==> src/verilog/ex_pkg.sv <==
package ex_pkg;

	localparam int xlen = 32;           // data and address width
	localparam int nregs = 32;          // architectural registers
	localparam int shamt_w = $clog2(xlen);
	localparam logic [6:0] f7_alt = 7'b0100000;  // sub / sra selector in funct7

	// rv32i major opcodes handled by the decoder
	typedef enum logic [6:0] {
		OP_LUI    = 7'b0110111,
		OP_AUIPC  = 7'b0010111,
		OP_JAL    = 7'b1101111,
		OP_JALR   = 7'b1100111,
		OP_BRANCH = 7'b1100011,
		OP_IMM    = 7'b0010011,
		OP_REG    = 7'b0110011
	} opcode_e;

	typedef enum logic [4:0] {
		ALU_ADD  = 5'h00,           // zero so a cleared bundle adds
		ALU_SUB  = 5'h01,
		ALU_SLT  = 5'h02,
		ALU_SLTU = 5'h03,
		ALU_AND  = 5'h04,
		ALU_OR   = 5'h05,
		ALU_XOR  = 5'h06,
		ALU_SLL  = 5'h07,
		ALU_SRL  = 5'h08,
		ALU_SRA  = 5'h09
	} alu_func_e;

	typedef enum logic [1:0] {
		OPA_IS_RS1  = 2'd0,
		OPA_IS_PC   = 2'd1,
		OPA_IS_ZERO = 2'd2
	} opa_sel_e;

	typedef enum logic [1:0] {
		OPB_IS_RS2 = 2'd0,
		OPB_IS_IMM = 2'd1,
		OPB_IS_4   = 2'd2
	} opb_sel_e;

	// registered decode bundle, id/ex boundary
	typedef struct packed {
		logic [xlen-1:0] pc;
		logic [xlen-1:0] imm;
		logic [xlen-1:0] rega;
		logic [xlen-1:0] regb;
		logic [xlen-1:0] pc_add_opa;  // base of the target adder
		opa_sel_e        opa_sel;
		opb_sel_e        opb_sel;
		alu_func_e       alu_func;
		logic [2:0]      funct3;
		logic            cond_branch;
		logic            uncond_branch;
		logic [4:0]      rd;
		logic            rd_wr;
		logic            valid;
		logic            illegal;
	} id_ex_t;

	typedef struct packed {
		logic            valid;
		logic            illegal;
		logic            take_branch;
		logic [xlen-1:0] target_pc;
		logic [xlen-1:0] alu_result;
		logic [4:0]      rd;
		logic            rd_wr;
	} ex_result_t;

	typedef struct packed {
		logic            wr_en;
		logic [4:0]      addr;
		logic [xlen-1:0] data;
	} wb_t;

endpackage

==> src/verilog/alu.sv <==
`timescale 1ns/1ns

module alu (
	input  logic [ex_pkg::xlen-1:0] opa,
	input  logic [ex_pkg::xlen-1:0] opb,
	input  logic [ex_pkg::xlen-1:0] br_cond_opa,
	input  logic [ex_pkg::xlen-1:0] br_cond_opb,
	input  ex_pkg::alu_func_e       func,
	input  logic [2:0]              funct3,
	output logic [ex_pkg::xlen-1:0] result,
	output logic                    brcond_result
);
	import ex_pkg::*;

	logic [shamt_w-1:0] shamt;
	logic               lt_s;
	logic               lt_u;

	assign shamt = opb[shamt_w-1:0];  // low bits only
	assign lt_s  = $signed(opa) < $signed(opb);
	assign lt_u  = opa < opb;

	always_comb begin
		case (func)
			ALU_ADD:  result = opa + opb;
			ALU_SUB:  result = opa - opb;
			ALU_SLT:  result = {{(xlen-1){1'b0}}, lt_s};
			ALU_SLTU: result = {{(xlen-1){1'b0}}, lt_u};
			ALU_AND:  result = opa & opb;
			ALU_OR:   result = opa | opb;
			ALU_XOR:  result = opa ^ opb;
			ALU_SLL:  result = opa << shamt;
			ALU_SRL:  result = opa >> shamt;
			ALU_SRA:  result = $signed(opa) >>> shamt;  // sign fill
			default:  result = '0;
		endcase
	end

	// branch compare on the register operands
	always_comb begin
		case (funct3)
			3'b000:  brcond_result = (br_cond_opa == br_cond_opb);  // beq
			3'b001:  brcond_result = (br_cond_opa != br_cond_opb);  // bne
			3'b100:  brcond_result = $signed(br_cond_opa) < $signed(br_cond_opb);  // blt
			3'b101:  brcond_result = $signed(br_cond_opa) >= $signed(br_cond_opb);  // bge
			3'b110:  brcond_result = br_cond_opa < br_cond_opb;  // bltu
			3'b111:  brcond_result = br_cond_opa >= br_cond_opb;  // bgeu
			default: brcond_result = 1'b0;
		endcase
	end

endmodule

==> src/verilog/ex_stage.sv <==
`timescale 1ns/1ns

module ex_stage (
	input  ex_pkg::id_ex_t     id_ex,
	output ex_pkg::ex_result_t result
);
	import ex_pkg::*;

	logic [xlen-1:0] opa_mux_out;
	logic [xlen-1:0] opb_mux_out;
	logic [xlen-1:0] alu_out;
	logic [xlen-1:0] target_sum;
	logic            brcond;

	always_comb begin
		case (id_ex.opa_sel)
			OPA_IS_PC:   opa_mux_out = id_ex.pc;
			OPA_IS_ZERO: opa_mux_out = '0;
			default:     opa_mux_out = id_ex.rega;
		endcase
	end

	always_comb begin
		case (id_ex.opb_sel)
			OPB_IS_IMM: opb_mux_out = id_ex.imm;
			OPB_IS_4:   opb_mux_out = xlen'(4);  // link address offset
			default:    opb_mux_out = id_ex.regb;
		endcase
	end

	alu i_alu (
		.opa           (opa_mux_out),
		.opb           (opb_mux_out),
		.br_cond_opa   (id_ex.rega),
		.br_cond_opb   (id_ex.regb),
		.func          (id_ex.alu_func),
		.funct3        (id_ex.funct3),
		.result        (alu_out),
		.brcond_result (brcond)
	);

	assign target_sum = id_ex.pc_add_opa + id_ex.imm;

	always_comb begin
		result.valid       = id_ex.valid;
		result.illegal     = id_ex.illegal;
		result.take_branch = id_ex.valid &
			(id_ex.uncond_branch | (id_ex.cond_branch & brcond));
		// jalr clears bit 0, jal targets are even already
		result.target_pc   = {target_sum[xlen-1:1], target_sum[0] & ~id_ex.uncond_branch};
		result.alu_result  = alu_out;
		result.rd          = id_ex.rd;
		result.rd_wr       = id_ex.rd_wr;
	end

	// decoder strips branch flags from illegal words
	always_comb begin
		assert (!result.take_branch || (result.valid && !result.illegal))
			else $error("take_branch without a valid legal instruction");
	end

endmodule

==> src/verilog/exec_core.sv <==
`timescale 1ns/1ns

module exec_core (
	input  logic                    clk,
	input  logic                    arst_n,
	input  logic                    inst_valid,
	input  logic [31:0]             inst,
	input  logic [ex_pkg::xlen-1:0] pc,
	output ex_pkg::ex_result_t      result
);
	import ex_pkg::*;

	logic [4:0]      rs1_addr;
	logic [4:0]      rs2_addr;
	logic [xlen-1:0] rs1_data;
	logic [xlen-1:0] rs2_data;
	id_ex_t          id_ex;
	wb_t             wb;

	inst_decoder i_inst_decoder (
		.clk        (clk),
		.arst_n     (arst_n),
		.inst_valid (inst_valid),
		.inst       (inst),
		.pc         (pc),
		.rs1_addr   (rs1_addr),
		.rs2_addr   (rs2_addr),
		.rs1_data   (rs1_data),
		.rs2_data   (rs2_data),
		.id_ex      (id_ex)
	);

	reg_file i_reg_file (
		.clk      (clk),
		.arst_n   (arst_n),
		.rs1_addr (rs1_addr),
		.rs2_addr (rs2_addr),
		.rs1_data (rs1_data),
		.rs2_data (rs2_data),
		.wb       (wb)
	);

	ex_stage i_ex_stage (
		.id_ex  (id_ex),
		.result (result)
	);

	// writeback lands on the next edge, bypassed to decode meanwhile
	assign wb = '{
		wr_en: result.valid & result.rd_wr & ~result.illegal,
		addr:  result.rd,
		data:  result.alu_result
	};

endmodule

==> src/verilog/inst_decoder.sv <==
`timescale 1ns/1ns

module inst_decoder (
	input  logic                   clk,
	input  logic                   arst_n,
	input  logic                   inst_valid,
	input  logic [31:0]            inst,
	input  logic [ex_pkg::xlen-1:0] pc,
	output logic [4:0]             rs1_addr,
	output logic [4:0]             rs2_addr,
	input  logic [ex_pkg::xlen-1:0] rs1_data,
	input  logic [ex_pkg::xlen-1:0] rs2_data,
	output ex_pkg::id_ex_t         id_ex
);
	import ex_pkg::*;

	opcode_e         opcode;
	logic [2:0]      funct3;
	logic [6:0]      funct7;
	logic [xlen-1:0] imm_i;
	logic [xlen-1:0] imm_u;
	logic [xlen-1:0] imm_b;
	logic [xlen-1:0] imm_j;
	id_ex_t          dec;

	// funct3 to alu function, shared by op and op-imm
	function automatic alu_func_e f3_func(input logic [2:0] f3, input logic sub,
			input logic sra);
		case (f3)
			3'b000:  f3_func = sub ? ALU_SUB : ALU_ADD;
			3'b001:  f3_func = ALU_SLL;
			3'b010:  f3_func = ALU_SLT;
			3'b011:  f3_func = ALU_SLTU;
			3'b100:  f3_func = ALU_XOR;
			3'b101:  f3_func = sra ? ALU_SRA : ALU_SRL;
			3'b110:  f3_func = ALU_OR;
			default: f3_func = ALU_AND;
		endcase
	endfunction

	assign opcode   = opcode_e'(inst[6:0]);
	assign funct3   = inst[14:12];
	assign funct7   = inst[31:25];
	assign rs1_addr = inst[19:15];
	assign rs2_addr = inst[24:20];

	assign imm_i = {{(xlen-12){inst[31]}}, inst[31:20]};
	assign imm_u = {inst[31:12], 12'b0};
	assign imm_b = {{(xlen-13){inst[31]}}, inst[31], inst[7], inst[30:25], inst[11:8], 1'b0};
	assign imm_j = {{(xlen-21){inst[31]}}, inst[31], inst[19:12], inst[20], inst[30:21], 1'b0};

	always_comb begin
		dec            = '0;
		dec.valid      = inst_valid;
		dec.pc         = pc;
		dec.rega       = rs1_data;
		dec.regb       = rs2_data;
		dec.pc_add_opa = pc;
		dec.funct3     = funct3;
		dec.rd         = inst[11:7];
		dec.imm        = imm_i;
		dec.opa_sel    = OPA_IS_RS1;
		dec.opb_sel    = OPB_IS_IMM;
		dec.alu_func   = ALU_ADD;
		case (opcode)
			OP_LUI: begin
				dec.opa_sel = OPA_IS_ZERO;  // 0 + imm
				dec.imm     = imm_u;
				dec.rd_wr   = 1'b1;
			end
			OP_AUIPC: begin
				dec.opa_sel = OPA_IS_PC;
				dec.imm     = imm_u;
				dec.rd_wr   = 1'b1;
			end
			OP_JAL: begin
				dec.opa_sel       = OPA_IS_PC;  // link = pc + 4
				dec.opb_sel       = OPB_IS_4;
				dec.imm           = imm_j;
				dec.uncond_branch = 1'b1;
				dec.rd_wr         = 1'b1;
			end
			OP_JALR: begin
				dec.opa_sel       = OPA_IS_PC;
				dec.opb_sel       = OPB_IS_4;
				dec.pc_add_opa    = rs1_data;  // target is rs1 + imm
				dec.uncond_branch = 1'b1;
				dec.rd_wr         = 1'b1;
				dec.illegal       = (funct3 != 3'b000);
			end
			OP_BRANCH: begin
				dec.opa_sel     = OPA_IS_PC;
				dec.imm         = imm_b;
				dec.cond_branch = 1'b1;
				dec.illegal     = (funct3 == 3'b010) || (funct3 == 3'b011);
			end
			OP_IMM: begin
				dec.alu_func = f3_func(funct3, 1'b0, funct7[5]);
				dec.rd_wr    = 1'b1;
				dec.illegal  = ((funct3 == 3'b001) && (funct7 != 7'b0)) ||
					((funct3 == 3'b101) && (funct7 != 7'b0) && (funct7 != f7_alt));
			end
			OP_REG: begin
				dec.opb_sel  = OPB_IS_RS2;
				dec.alu_func = f3_func(funct3, funct7[5], funct7[5]);
				dec.rd_wr    = 1'b1;
				dec.illegal  = (funct7 != 7'b0) && !((funct7 == f7_alt) &&
					((funct3 == 3'b000) || (funct3 == 3'b101)));
			end
			default: dec.illegal = 1'b1;  // load, store, system etc
		endcase
		if (dec.illegal) begin
			// no write and no redirect
			dec.rd_wr         = 1'b0;
			dec.cond_branch   = 1'b0;
			dec.uncond_branch = 1'b0;
		end
	end

	always_ff @(posedge clk or negedge arst_n) begin
		if (!arst_n) begin
			id_ex <= '0;
		end else begin
			id_ex <= dec;
		end
	end

	// an illegal instruction accepted now must reach execute without a write
	assert property (@(posedge clk) disable iff (!arst_n)
		(inst_valid && dec.illegal) |=> (id_ex.valid && id_ex.illegal && !id_ex.rd_wr))
		else $error("illegal instruction issued with rd_wr set");

endmodule

==> src/verilog/reg_file.sv <==
`timescale 1ns/1ns

module reg_file (
	input  logic                    clk,
	input  logic                    arst_n,
	input  logic [4:0]              rs1_addr,
	input  logic [4:0]              rs2_addr,
	output logic [ex_pkg::xlen-1:0] rs1_data,
	output logic [ex_pkg::xlen-1:0] rs2_data,
	input  ex_pkg::wb_t             wb
);
	import ex_pkg::*;

	logic [xlen-1:0] regs [nregs];

	// read with x0 tied low and same-cycle write forwarded
	function automatic logic [xlen-1:0] rd_port(input logic [4:0] addr);
		if (addr == 5'd0) begin
			rd_port = '0;
		end else if (wb.wr_en && (wb.addr == addr)) begin
			rd_port = wb.data;  // write-through
		end else begin
			rd_port = regs[addr];
		end
	endfunction

	always_comb begin
		rs1_data = rd_port(rs1_addr);
		rs2_data = rd_port(rs2_addr);
	end

	always_ff @(posedge clk or negedge arst_n) begin
		if (!arst_n) begin
			for (int i = 0; i < nregs; i++) begin
				regs[i] <= '0;
			end
		end else if (wb.wr_en && (wb.addr != 5'd0)) begin
			regs[wb.addr] <= wb.data;
		end
	end

	// x0 reads as zero whatever was written to it
	assert property (@(posedge clk) disable iff (!arst_n)
		((rs1_addr != 5'd0) || (rs1_data == '0)) && ((rs2_addr != 5'd0) || (rs2_data == '0)))
		else $error("read of x0 returned nonzero data");

endmodule
==> config.mk <==
export PLATFORM = sky130hd
export DESIGN_NAME = exec_core
export DESIGN_NICKNAME = d
export VERILOG_FILES = /design/src/verilog/ex_pkg.sv /design/src/verilog/alu.sv /design/src/verilog/ex_stage.sv /design/src/verilog/exec_core.sv /design/src/verilog/inst_decoder.sv /design/src/verilog/reg_file.sv
export SDC_FILE = /design/constraint.sdc
export NUM_CORES = 2
export LEC_CHECK = 0
export BUFFER_PORTS_ARGS = -buffer_cell sky130_fd_sc_hd__clkbuf_2
export CORE_MARGIN = 3
export CORE_UTILIZATION = 62
export CTS_BUF_LIST = sky130_fd_sc_hd__clkbuf_8
export CTS_CLUSTER_DIAMETER = 200
export DETAILED_ROUTE_END_ITERATION = 12
export PLACE_DENSITY = 0.77
export SYNTH_ARGS = -nofsm -noshare
export SYNTH_HDL_FRONTEND = slang
export SYNTH_SLANG_ARGS = --single-unit
==> constraint.sdc <==
create_clock -name clk -period 8.7 [get_ports clk]
set_clock_uncertainty 0.15 [all_clocks]
set_input_delay 1.74 -clock clk [delete_from_list [all_inputs] [get_ports clk]]
set_output_delay 1.74 -clock clk [all_outputs]
set_load 0.005 [all_outputs]
## After elaboration in Yosys (flattened, before gate mapping)

Index checks and enable logic that the tools add are counted.
W data, S select, Z words.

| storage, ports and cells | value |
|---|---|
| register bits | 1206 |
| latch bits | 0 |
| bits in writable memories | 0 |
| ROM bits | 0 |
| logic and storage cells | 172 |
| memories | 0 |

| cells by class | value |
|---|---|
| add/sub/neg operators | 3 |
| multipliers | 0 |
| divide/modulo/power cells | 0 |
| magnitude comparators | 10 |
| eq/ne operators | 37 |
| shift operators | 3 |
| mux-type cells | 32 |
| bitwise logic cells | 14 |
| reductions and logical operators | 26 |

Operators by type and width:

| kind | count |
|---|---|
| $bwmux W1024 | 1 |
| $bmux W32 S5 | 2 |
| $mux W32 | 10 |
| $pmux W32 S10 | 1 |
| $demux W32 S5 | 1 |
| $lt A32 B32 Y1 | 4 |
| $pmux W32 S2 | 2 |
| $pmux W31 S3 | 1 |
| $pmux W5 S7 | 2 |
| $add A32 B32 Y32 | 2 |
| $ge A32 B32 Y1 | 2 |
| $and A32 B32 Y32 | 1 |
| $eq A32 B32 Y1 | 1 |
| $ne A32 B32 Y1 | 1 |
| $or A32 B32 Y32 | 1 |
| $shl A32 B5 Y32 | 1 |
| $shr A32 B5 Y32 | 1 |
| $sshr A32 B5 Y32 | 1 |
| $sub A32 B32 Y32 | 1 |
| $xor A32 B32 Y32 | 1 |
| $eq A3 B3 Y1 const B | 7 |
| $eq A7 B6 Y1 const B | 3 |
| $eq A7 B7 Y1 const B | 3 |
| $eq A5 B3 Y1 const B | 4 |
| other kinds (34) | 71 |

## Depth between registers and ports, before layout

| depth | value |
|---|---|
| depth after elaboration | 7 |
| depth in mapped cells | 24 |

## By module

From an unflattened synthesis, not the netlist that was laid out.

| second synthesis, totals | value |
|---|---|
| cell total of the unflattened synthesis | 5945 |
| area total of the unflattened synthesis | 72861.1 um2 |

By module, submodules not included:

| module | times used | cells an instance | area an instance (um2) |
|---|---|---|---|
| reg_file | 1 | 3842 | 55185.4 |
| alu | 1 | 1435 | 9298.9 |
| inst_decoder | 1 | 338 | 5925.7 |
| ex_stage | 1 | 329 | 2442.3 |
| exec_core | 1 | 1 | 8.8 |

## Least setup slack after synthesis

Ideal clock, no wire load.

| timing | value |
|---|---|
| path type | register -> output |
| from | register, netlist name i_inst_decoder.id_ex[18] |
| to | output port result[36] in the netlist's numbering |
| arrival time | 4.833 ns |
| required time | 6.810 ns |
| path slack | 1.977 ns |
| cell stages (with the launch flop) | 23 |
| path buffers | 8 |
| path through | dfrtp_1 > inv_1 > ha_1 > buf_2 > clkbuf_1 > a22oi_1 > clkbuf_1 > buf_1 > buf_2 > ha_1 > buf_2 > and3b_1 > a221oi_1 > o21ai_1 > o211ai_1 > nand2_1 > o22ai_1 > nor4b_1 > o41ai_1 > and2_1 > buf_2 > buf_2 > inv_1 |

RTL lines:

| element | RTL line | text |
|---|---|---|
| end: declaration | exec_core.sv:9 | `output ex_pkg::ex_result_t result` |

==> results.md <==
* Outcome: complete, no violations
* Die H at 344 um
* Top cell type by total area after synthesis: dfrtp_1
* DR vias/cell at 7.25
* Crit. End Element: primary output
* GR Overflow Total at 0
* Area of the multi-input gates at 37600 um^2
* Root Buffer: clkbuf_8
* Initial antenna violation count at 29
* CTS clock-pin slew for the worst setup and hold paths at 0.07 ns
* Count leader, synth: dfrtp_1
* CTS tree: built
* Row Count at 123
* Async SR Flop Fraction at 1.00
* RSZ-0062 raised after global routing: false
* Critical Path Start Type: flip-flop
* Leak at 33.9 nW
* Die width at 344 um
* Worst min path class: reg2reg
* # setup viols final at 0
* PD cells at 162 nW/um^2
* Pins Over Slew Limit at 0
* Post-synth top area share at 0.426
* I/O pin count at 140
* Num CTS Buffers at 193
* Post-synth EDFFs at 0
* Register Area at 30200 um^2
* Setup slack after layout at 0.283 ns
* Post-place setup slack at 1.17 ns
* Clk_lat worst skew at 0.99 ns
* FILL cells at 8284
* Syn avg cell area at 10.4 um^2
* Number of I/O port buffers at 139
* Post-synthesis cell area at 70800 um^2
* Die area at 118000 um^2
* Clock buffer depth at 3
* Top FF cell, synth: dfrtp_1
* HPWL after DPL at 185000 um
* Antenna Nets Post-Route at 0
* Setup_tns at 0 ns
* Worst vdd ir at 0.213 mV
* Routed WL at 278000 um
* Max FO, Critical Path at 17
* DRT Pass-1 Iters at 8
* Area post-placement at 72600 um^2
* CTS Hold Bufs at 0
* Required @ worst endpoint at 6.81 ns
* Layout area overhead at 8.60%
* Tot Pwr at 12.5 mW
* DRT iter0 DRCs at 8351
* Slew @ Worst Pin at 1.32 ns
* First-pass GRT wire length at 402000 um
* GP Congestion at 1.11
* DR vias at 60400
* Mapped Cells at 6813
* F_max at 119 MHz
* YS warnings at 0
* H-Tree Depth at 4
* Number of global-route vias before repair at 59300
* Top cells by area, synth: dfrtp_1 (43%), mux4_2 (19%), a21oi_1 (5.1%), o21ai_0 (4.4%), nor2_1 (3.8%)
* Setup CP Type: reg2out
* Post-Syn Nets at 7045
* Core area at 113000 um^2
* Nets at 6889
* TritonCTS Sinks at 1205
* Layout cells sized above 1 at 0.200
* Yosys reg bits at 1205
* Slew headroom at 0.111
* Residual DRC at 0
* Hold_ws at 0.240 ns
* Register area share after synthesis at 0.426
* Distinct cells, synth at 93
* Period utilization at 0.967
* Tmin final at 8.42 ns
* Routed wire length per instance at 33.4 um
* Max Cap Viol at 0
* Arrival @ worst endpoint at 6.53 ns
* Largest net degree at the start of global routing at 175
* Commonest cells post-synth: dfrtp_1 (1205), a21oi_1 (720), nor2_1 (711)
* Final Hold Fails at 0
* Total track usage at 0.472
* Starting Density at 0.627
* Final Cell Area at 76900 um^2
[cell families (layout without fill, tap and decap cells)]
group / count (synthesis) / count (layout) / synth area share
AO/OA/AOI/OAI: 1983 / 1984 / 0.167
AND/OR/NAND/NOR: 1780 / 1780 / 0.107
flip-flops: 1205 / 1205 / 0.426
buffers and inverters: 855 / 852 / 0.0478
multiplexers: 775 / 775 / 0.217
adder cells (fa/ha/maj): 165 / 165 / 0.0295
XOR/XNOR: 50 / 50 / 0.00619
other: 0 / 11 / 0
[worst max-delay path: stages, from the launching register on]
cell and delay [ns]:
dfrtp_1 0.36, inv_1 0.06, ha_1 0.42, nor2b_2 0.68
buf_4 0.33, a22o_1 0.20, ha_1 0.35, inv_1 0.25
and4_1 0.32, nand4_1 0.10, or4b_1 0.59, and3_1 0.29
a22o_1 0.24, a2111o_1 0.54, a21oi_4 0.58, inv_1 0.09
clkbuf_2 0.14
[final cells by class]
class                      count  share of cell area
multi-input combinational   4754               0.489
sequential                  1205               0.392
clock buffer                 255              0.0456
timing repair buffer         313              0.0292
tap                         1500              0.0244
clock inverter                94             0.00941
inverter                     190             0.00941
antenna                       11            0.000358
[flip-flops by register name (all words and copies together), names as in the netlist]
name and flops:
i_reg_file.regs 1024, i_inst_decoder.id_ex 181
[power by group]
part	switching [mW]	internal, mW	total, mW
Combinational	1.02	0.423	1.44
Sequential	0.0569	5.63	5.69
Clock	2.47	2.88	5.35
Total	3.55	8.93	12.5
[routing by layer]
layer  wire length [um]  up-vias  GRT usage
li1                   -    24700          -
met1             100000    30000      0.632
met2             118000     4525      0.673
met3              39400     1069      0.165
met4              19700       28      0.277
met5                173        -          0
[worst paths after layout]
check | to | start | cells past startpoint | slack, ns
setup / recovery | result[33] | i_inst_decoder.id_ex[18] | 16 | 0.28
hold / removal | i_reg_file.regs[999] | i_reg_file.regs[999] | 0 | 0.24
setup reg to reg | i_inst_decoder.id_ex[49] | i_inst_decoder.id_ex[18] | 16 | 2.17
hold reg to reg | i_reg_file.regs[999] | i_reg_file.regs[999] | 0 | 0.24
max in group asynchronous | i_reg_file.regs[884] | arst_n | 3 | 5.71
min in group asynchronous | i_reg_file.regs[999] | arst_n | 1 | 0.64
[cell usage in the layout, fill, tap and decap left out, types with 26 or more instances in the layout]
cell type / count
nand3b_1: 30
a21oi_1: 720
o22ai_1: 40
o211ai_1: 75
mux2_2: 54
nand2_1: 695
inv_1: 231
o221ai_1: 33
o21ai_1: 39
nor2b_1: 33
nor3_1: 50
a211oi_1: 106
and2_1: 29
clkbuf_8: 255
a31oi_1: 31
a21o_1: 62
nand3_1: 55
nand4_1: 41
dfrtp_1: 1205
xnor2_1: 34
clkbuf_2: 132
nor2_1: 698
nand2b_1: 26
mux2i_1: 120
mux4_2: 601
ha_1: 161
a22o_1: 41
o21ai_0: 616
buf_4: 160
[stage by stage]
step	cells	util
after floorplan	6813	-
after global placement	7961	0.643
after detailed placement	7961	0.643
after CTS	8310	0.680
after global routing	8315	0.680
final	8322	0.681
[timing repair]
item,CTS,global route
gates resized for setup,0,2
setup endpoints to repair,0,2
setup buffers,0,0
Power figures use the tool's default switching activity.
